## config.mk

```make
export PLATFORM = sky130hd
export DESIGN_NAME = div_top
export DESIGN_NICKNAME = d
export VERILOG_FILES = /design/src/verilog/div_pkg.sv /design/src/verilog/div_control.sv /design/src/verilog/div_step_counter.sv /design/src/verilog/div_datapath.sv /design/src/verilog/div_top.sv
export VERILOG_INCLUDE_DIRS = /design/src /design/src/verilog
export SDC_FILE = /design/constraint.sdc
export NUM_CORES = 1
export LEC_CHECK = 0
export ABC_AREA = 1
export BUFFER_PORTS_ARGS = -buffer_cell sky130_fd_sc_hd__buf_2
export CORE_ASPECT_RATIO = 0.75
export CORE_MARGIN = 3
export CORE_UTILIZATION = 30
export DETAILED_ROUTE_END_ITERATION = 10
export SLEW_MARGIN = 20
export SYNTH_ARGS = -nofsm -noshare
export SYNTH_HDL_FRONTEND = slang
export SYNTH_SLANG_ARGS = --single-unit
```

## constraint.sdc

```tcl
create_clock -name clk -period 4.9 [get_ports clk]
set_input_delay 0.49 -clock clk [delete_from_list [all_inputs] [get_ports clk]]
set_output_delay 0.49 -clock clk [all_outputs]
set_load 0.05 [all_outputs]
```

## src/verilog/div_settings.svh

```systemverilog
`ifndef DIV_SETTINGS_SVH
`define DIV_SETTINGS_SVH

// Width of dividend, divisor, quotient and remainder
`define DIV_WIDTH 16

// Must be wide enough to hold DIV_WIDTH - 1
`define DIV_CNT_WIDTH 4

`endif

```

## src/verilog/div_pkg.sv

```systemverilog
`include "div_settings.svh"

package div_pkg;

    typedef struct packed {
        logic [`DIV_WIDTH-1:0] dividend;
        logic [`DIV_WIDTH-1:0] divisor;
    } div_operands_t;

    typedef struct packed {
        logic [`DIV_WIDTH-1:0] quotient;
        logic [`DIV_WIDTH-1:0] remainder;
    } div_result_t;

    // Shifted as one word during the steps, read as two halves for the result
    typedef union packed {
        logic [2*`DIV_WIDTH-1:0] word;
        struct packed {
            logic [`DIV_WIDTH-1:0] rem;
            logic [`DIV_WIDTH-1:0] quo; // Starts as the dividend
        } f;
    } div_rq_t;

    typedef enum logic [1:0] {
        op_hold       = 2'b00,
        op_load       = 2'b01,
        op_shift_sub  = 2'b10,
        op_shift_keep = 2'b11
    } div_op_t;

endpackage

```

## src/verilog/div_control.sv

```systemverilog
`timescale 1ns/1ns

module div_control import div_pkg::*; (
    input  logic    clk,
    input  logic    rst,
    input  logic    src_valid,
    input  logic    dest_ready,
    input  logic    borrow,
    input  logic    last_step,
    output logic    src_ready,
    output logic    dest_valid,
    output logic    count_clear,
    output logic    count_en,
    output div_op_t op
);

    typedef enum logic [1:0] {
        START   = 2'b00,
        PROCESS = 2'b01,
        WAIT    = 2'b10,
        DONE    = 2'b11
    } state_t;

    state_t state;
    state_t next_state;

    always_ff @(posedge clk or negedge rst) begin
        if (!rst) begin
            state <= START;
        end else begin
            state <= next_state;
        end
    end

    always_comb begin
        next_state  = state;
        src_ready   = 1'b0;
        dest_valid  = 1'b0;
        count_clear = 1'b0;
        count_en    = 1'b0;
        op          = op_hold;
        case (state)
            START: begin
                src_ready   = 1'b1;
                count_clear = 1'b1;
                if (src_valid) begin
                    op         = op_load; // Operands captured on the accepting edge
                    next_state = PROCESS;
                end
            end
            PROCESS: begin
                count_en = 1'b1;
                // A borrow means the divisor does not fit, so the remainder is kept
                if (borrow) begin
                    op = op_shift_keep;
                end else begin
                    op = op_shift_sub;
                end
                if (last_step) begin
                    next_state = WAIT;
                end
            end
            WAIT: begin
                dest_valid = 1'b1;
                if (dest_ready) begin
                    next_state = DONE;
                end
            end
            DONE: begin
                next_state = START; // One idle cycle before the next operand pair
            end
            default: begin
                next_state = START;
            end
        endcase
    end

    a_no_overlap: assert property (
        @(posedge clk) disable iff (!rst)
        !(src_ready && dest_valid)
    );

    a_load_in_start: assert property (
        @(posedge clk) disable iff (!rst)
        (op == op_load) |-> (state == START)
    );

endmodule

```

## src/verilog/div_step_counter.sv

```systemverilog
`timescale 1ns/1ns
`include "div_settings.svh"

module div_step_counter (
    input  logic clk,
    input  logic rst,
    input  logic count_clear,
    input  logic count_en,
    output logic last_step
);

    localparam logic [`DIV_CNT_WIDTH-1:0] last_count = `DIV_CNT_WIDTH'(`DIV_WIDTH - 1);

    logic [`DIV_CNT_WIDTH-1:0] count;

    always_ff @(posedge clk or negedge rst) begin
        if (!rst) begin
            count <= '0;
        end else if (count_clear) begin
            count <= '0;
        end else if (count_en) begin
            count <= count + 1'b1;
        end
    end

    assign last_step = (count == last_count); // High during the final step

    // The controller must leave PROCESS once the final step is flagged
    a_count_range: assert property (
        @(posedge clk) disable iff (!rst)
        count_en |-> (count <= last_count)
    );

endmodule

```

## src/verilog/div_datapath.sv

```systemverilog
`timescale 1ns/1ns
`include "div_settings.svh"

module div_datapath import div_pkg::*; (
    input  logic          clk,
    input  logic          rst,
    input  div_op_t       op,
    input  div_operands_t operands,
    output logic          borrow,
    output div_result_t   result
);

    logic [`DIV_WIDTH-1:0] divisor;
    div_rq_t               rq;
    div_rq_t               rq_next;
    logic [`DIV_WIDTH:0]   shift_rem;
    logic [`DIV_WIDTH:0]   diff;

    // Remainder after the shift, one bit wider so the trial never overflows
    assign shift_rem = rq.word[2*`DIV_WIDTH-1 -: `DIV_WIDTH+1];
    assign diff      = shift_rem - {1'b0, divisor};
    assign borrow    = diff[`DIV_WIDTH];

    always_comb begin
        rq_next = rq;
        case (op)
            op_load: begin
                rq_next.f.rem = '0;
                rq_next.f.quo = operands.dividend;
            end
            op_shift_sub: begin
                // Difference replaces the remainder, new quotient bit is 1
                rq_next.word = {diff[`DIV_WIDTH-1:0], rq.word[`DIV_WIDTH-2:0], 1'b1};
            end
            op_shift_keep: begin
                rq_next.word = {rq.word[2*`DIV_WIDTH-2:0], 1'b0};
            end
            default: begin
                rq_next = rq;
            end
        endcase
    end

    always_ff @(posedge clk) begin
        if (op == op_load) begin
            divisor <= operands.divisor;
        end
    end

    always_ff @(posedge clk or negedge rst) begin
        if (!rst) begin
            rq <= '0;
        end else begin
            rq <= rq_next;
        end
    end

    assign result.quotient  = rq.f.quo;
    assign result.remainder = rq.f.rem;

    a_hold_stable: assert property (
        @(posedge clk) disable iff (!rst)
        (op == op_hold) |=> $stable(rq.word)
    );

endmodule

```

## src/verilog/div_top.sv

```systemverilog
`timescale 1ns/1ns

module div_top import div_pkg::*; (
    input  logic          clk,
    input  logic          rst,
    input  logic          src_valid,
    input  div_operands_t src_data,
    output logic          src_ready,
    output logic          dest_valid,
    output div_result_t   dest_data,
    input  logic          dest_ready
);

    div_op_t op;
    logic    count_clear;
    logic    count_en;
    logic    last_step;
    logic    borrow;

    div_control u_control (
        .clk         (clk),
        .rst         (rst),
        .src_valid   (src_valid),
        .dest_ready  (dest_ready),
        .borrow      (borrow),
        .last_step   (last_step),
        .src_ready   (src_ready),
        .dest_valid  (dest_valid),
        .count_clear (count_clear),
        .count_en    (count_en),
        .op          (op)
    );

    div_step_counter u_counter (
        .clk         (clk),
        .rst         (rst),
        .count_clear (count_clear),
        .count_en    (count_en),
        .last_step   (last_step)
    );

    // Result register is held while the controller waits for dest_ready
    div_datapath u_datapath (
        .clk      (clk),
        .rst      (rst),
        .op       (op),
        .operands (src_data),
        .borrow   (borrow),
        .result   (dest_data)
    );

endmodule

```

==> results.toml <==
[synth]
ys_seq_elements = 54
syn_area_per_cell_um2 = 7.34
ys_warn_count = 0
ys_seq_area_share_pct = 38.5
synth_nets = 565
syn_area_um2 = 3720
synthDistinctLibCells = 35
synthCells = 507

[routing]
route.detailed.wl_per_inst_um = 12.8
drt_iter0_markers = 216
dr.pass1.iters = 5
wirelength_um = 9370
via_per_inst = 4.53
routed-via-count = 3310
ant_nets = 0
drc = 0

[final_layout]
synthToLayoutAreaGrowth_pct = 17.4
fill_cells = 1268
drive_gt1_share_pct = 21.8
fin_nets = 626
diodes = 0

[sta]
fmax_mhz = 336
skew_ns = 0.00737
finalSetupTns_ns = 0
drv_slew = 0
worst_pin_slew_ns = 0.883
post-route-period-util_pct = 60.8
finalHoldViolCount = 0
rsz0062_at_grt = "false"
period_needed_ns = 2.98
slew_headroom_pct = 41.1
finalSetupViolations = 0

[global_routing]
use_met3_pct = 3.74
grt_max_degree = 39
grt_pass1_wl_um = 15800
top_usage_layer = "met2"
track_usage_pct = 14.4
antenna_found_initial = 0
met1_usage_pct = 20.6
grt_pass1_vias = 3180
use_met2_pct = 22.0
grt.overflow.total = 0

[floorplanning]
die_area_um2 = 13800
io_pins = 70
initial_core_util_pct = 31.4
die_w_um = 135
die_y_um = 102
placementRows = 34
core-area_um2 = 11900

[clock_tree]
cts_buffers = 5
htree_levels = 2
holdBufCountCts = 0
clock-sinks = 54
cts.repair.resized = 0
clk_pin_slew_ns = 0.07
cts_buffer_depth = 2
cts_root_buffer = "clkbuf_16"
clk_latency_ns = 0.30
cts_tree = "done"
post_cts_buffers = 0

[worst_setup_path]
critPathCaptureType = "register"
path_max_fanout = 30
reg2reg_depth = 16
r2r-end = "u_datapath.rq[2]$_DFFE_PN0P_"
critPathKind = "register to register"
worstPathArrival_ns = 3.16
r2r-start = "u_datapath.rq[15]$_DFFE_PN0P_"
critPathLaunchType = "register"
r2r_slack_ns = 1.92
required_ns = 5.08

[place]
numPortBuffers = 69
dpl.hpwl_um = 7140
routabilityCongestion = 0.920

[flow_run]
drv_cap = 0

[hold_path]
hold_path_class = "input pin to async pin"

[run_status]
status = "finished, final reports clean"
==> sequential cells by signal, summed over array words and instances (netlist names) <==
signal	flops
u_datapath.rq	32
u_datapath.divisor	16
u_control.state	2
u_counter.count	4
==> worst max-delay path, stage by stage, from the launching register on <==
cell and delay (ns):
dfrtp_1 0.39, inv_1 0.10, ha_1 0.16, inv_1 0.06, fa_1 0.42, nand2_1 0.08, nand2_1 0.10, nand3_2 0.09
nand2_2 0.08, nand2_2 0.07, nand3_1 0.10, nand3_4 0.27, nand2_8 0.18, nor2_8 0.31, inv_4 0.24, nand2_2 0.12
o21ai_2 0.06
==> layout make-up <==
cell class / instances / area [µm²] / share of cell area [%]
clock inverters: 3 / 43.8 / 1.00
repair buffers: 71 / 360 / 8.25
clock buffers: 5 / 125 / 2.86
well taps: 162 / 203 / 4.64
multi-input cells: 351 / 1880 / 43.1
flip-flops and latches: 54 / 1430 / 32.8
inverters: 85 / 322 / 7.36
==> worst max-delay path by stage <==
stage	startpoint	cells after the start	to
after floorplan	u_datapath.rq[15]$_DFFE_PN0P_	14	u_datapath.divisor[0]$_DFFE_PN_
after global placement	u_datapath.rq[15]$_DFFE_PN0P_	13	u_datapath.divisor[11]$_DFFE_PN_
after CTS	u_datapath.rq[15]$_DFFE_PN0P_	13	u_datapath.divisor[5]$_DFFE_PN_
final	u_datapath.rq[15]$_DFFE_PN0P_	16	u_datapath.rq[2]$_DFFE_PN0P_
after detailed placement	u_datapath.rq[15]$_DFFE_PN0P_	13	u_datapath.divisor[9]$_DFFE_PN_
after global routing	u_datapath.rq[15]$_DFFE_PN0P_	16	u_datapath.rq[3]$_DFFE_PN0P_
==> routing by layer <==
metal / part of all wire [%] / routed length [µm]
met1: 50 / 4660
met2: 44 / 4100
met3: 5.7 / 531
met4: 0.78 / 73
met5: 0 / 0
==> through the flow <==
stage / std cells / util (%) / setup slack (ns) / cell area [µm²] / hold WS (ns)
after detailed placement: 723 / 35.3 / 1.61 / 4190 / 0.461
final: 731 / 36.8 / 1.92 / 4370 / 0.310
after global placement: 723 / 35.3 / 1.72 / 4190 / 0.454
after global routing: 731 / 36.8 / 1.65 / 4370 / 0.349
after CTS: 731 / 36.7 / 1.60 / 4360 / 0.355
after floorplan: 507 / - / 1.52 / 3720 / 0.194
==> cell families (layout without fill, tap and decap cells) <==
group	Yosys count	in the layout	synth area share, %
compound gates	46	46	7.77
flops	54	54	38.5
simple gates	276	276	33.3
fa+ha+maj	22	22	7.60
xor+xnor	7	7	1.65
buf+inv	102	164	11.2
==> synth_stat cells, drive strengths merged <==
library cell,count,share of area [%]
inv,85,8.6
a21oi,15,2.0
fa,1,0.54
buf,11,2.0
nand3b,1,0.20
nor2,18,2.4
xnor2,1,0.24
or2,2,0.40
clkbuf,6,0.61
a211oi,1,0.20
nor3,4,0.67
o21ai,29,5.3
nand4,17,2.9
o221ai,1,0.24
nand2,204,22
edfxtp,16,13
nand3,29,4.4
and2,1,0.17
ha,21,7.1
xor2,6,1.4
dfrtp,38,26
==> cells in the final DEF (no fill, tap or decap), drive strengths merged <==
master and count:
a21oi 15, a211oi 1, ha 21, xnor2 1, and2 1, clkinv 1, or2 2, buf 71
dfrtp 38, fa 1, nand2 204, xor2 6, nor3 4, nand3 29, nor2 18, o21ai 29
bufinv 1, edfxtp 16, clkbuf 5, inv 86, nand3b 1, o221ai 1, nand4 17
Power is not shown: default switching activity piles up to over one toggle a cycle in this logic, so the estimate is an artifact.
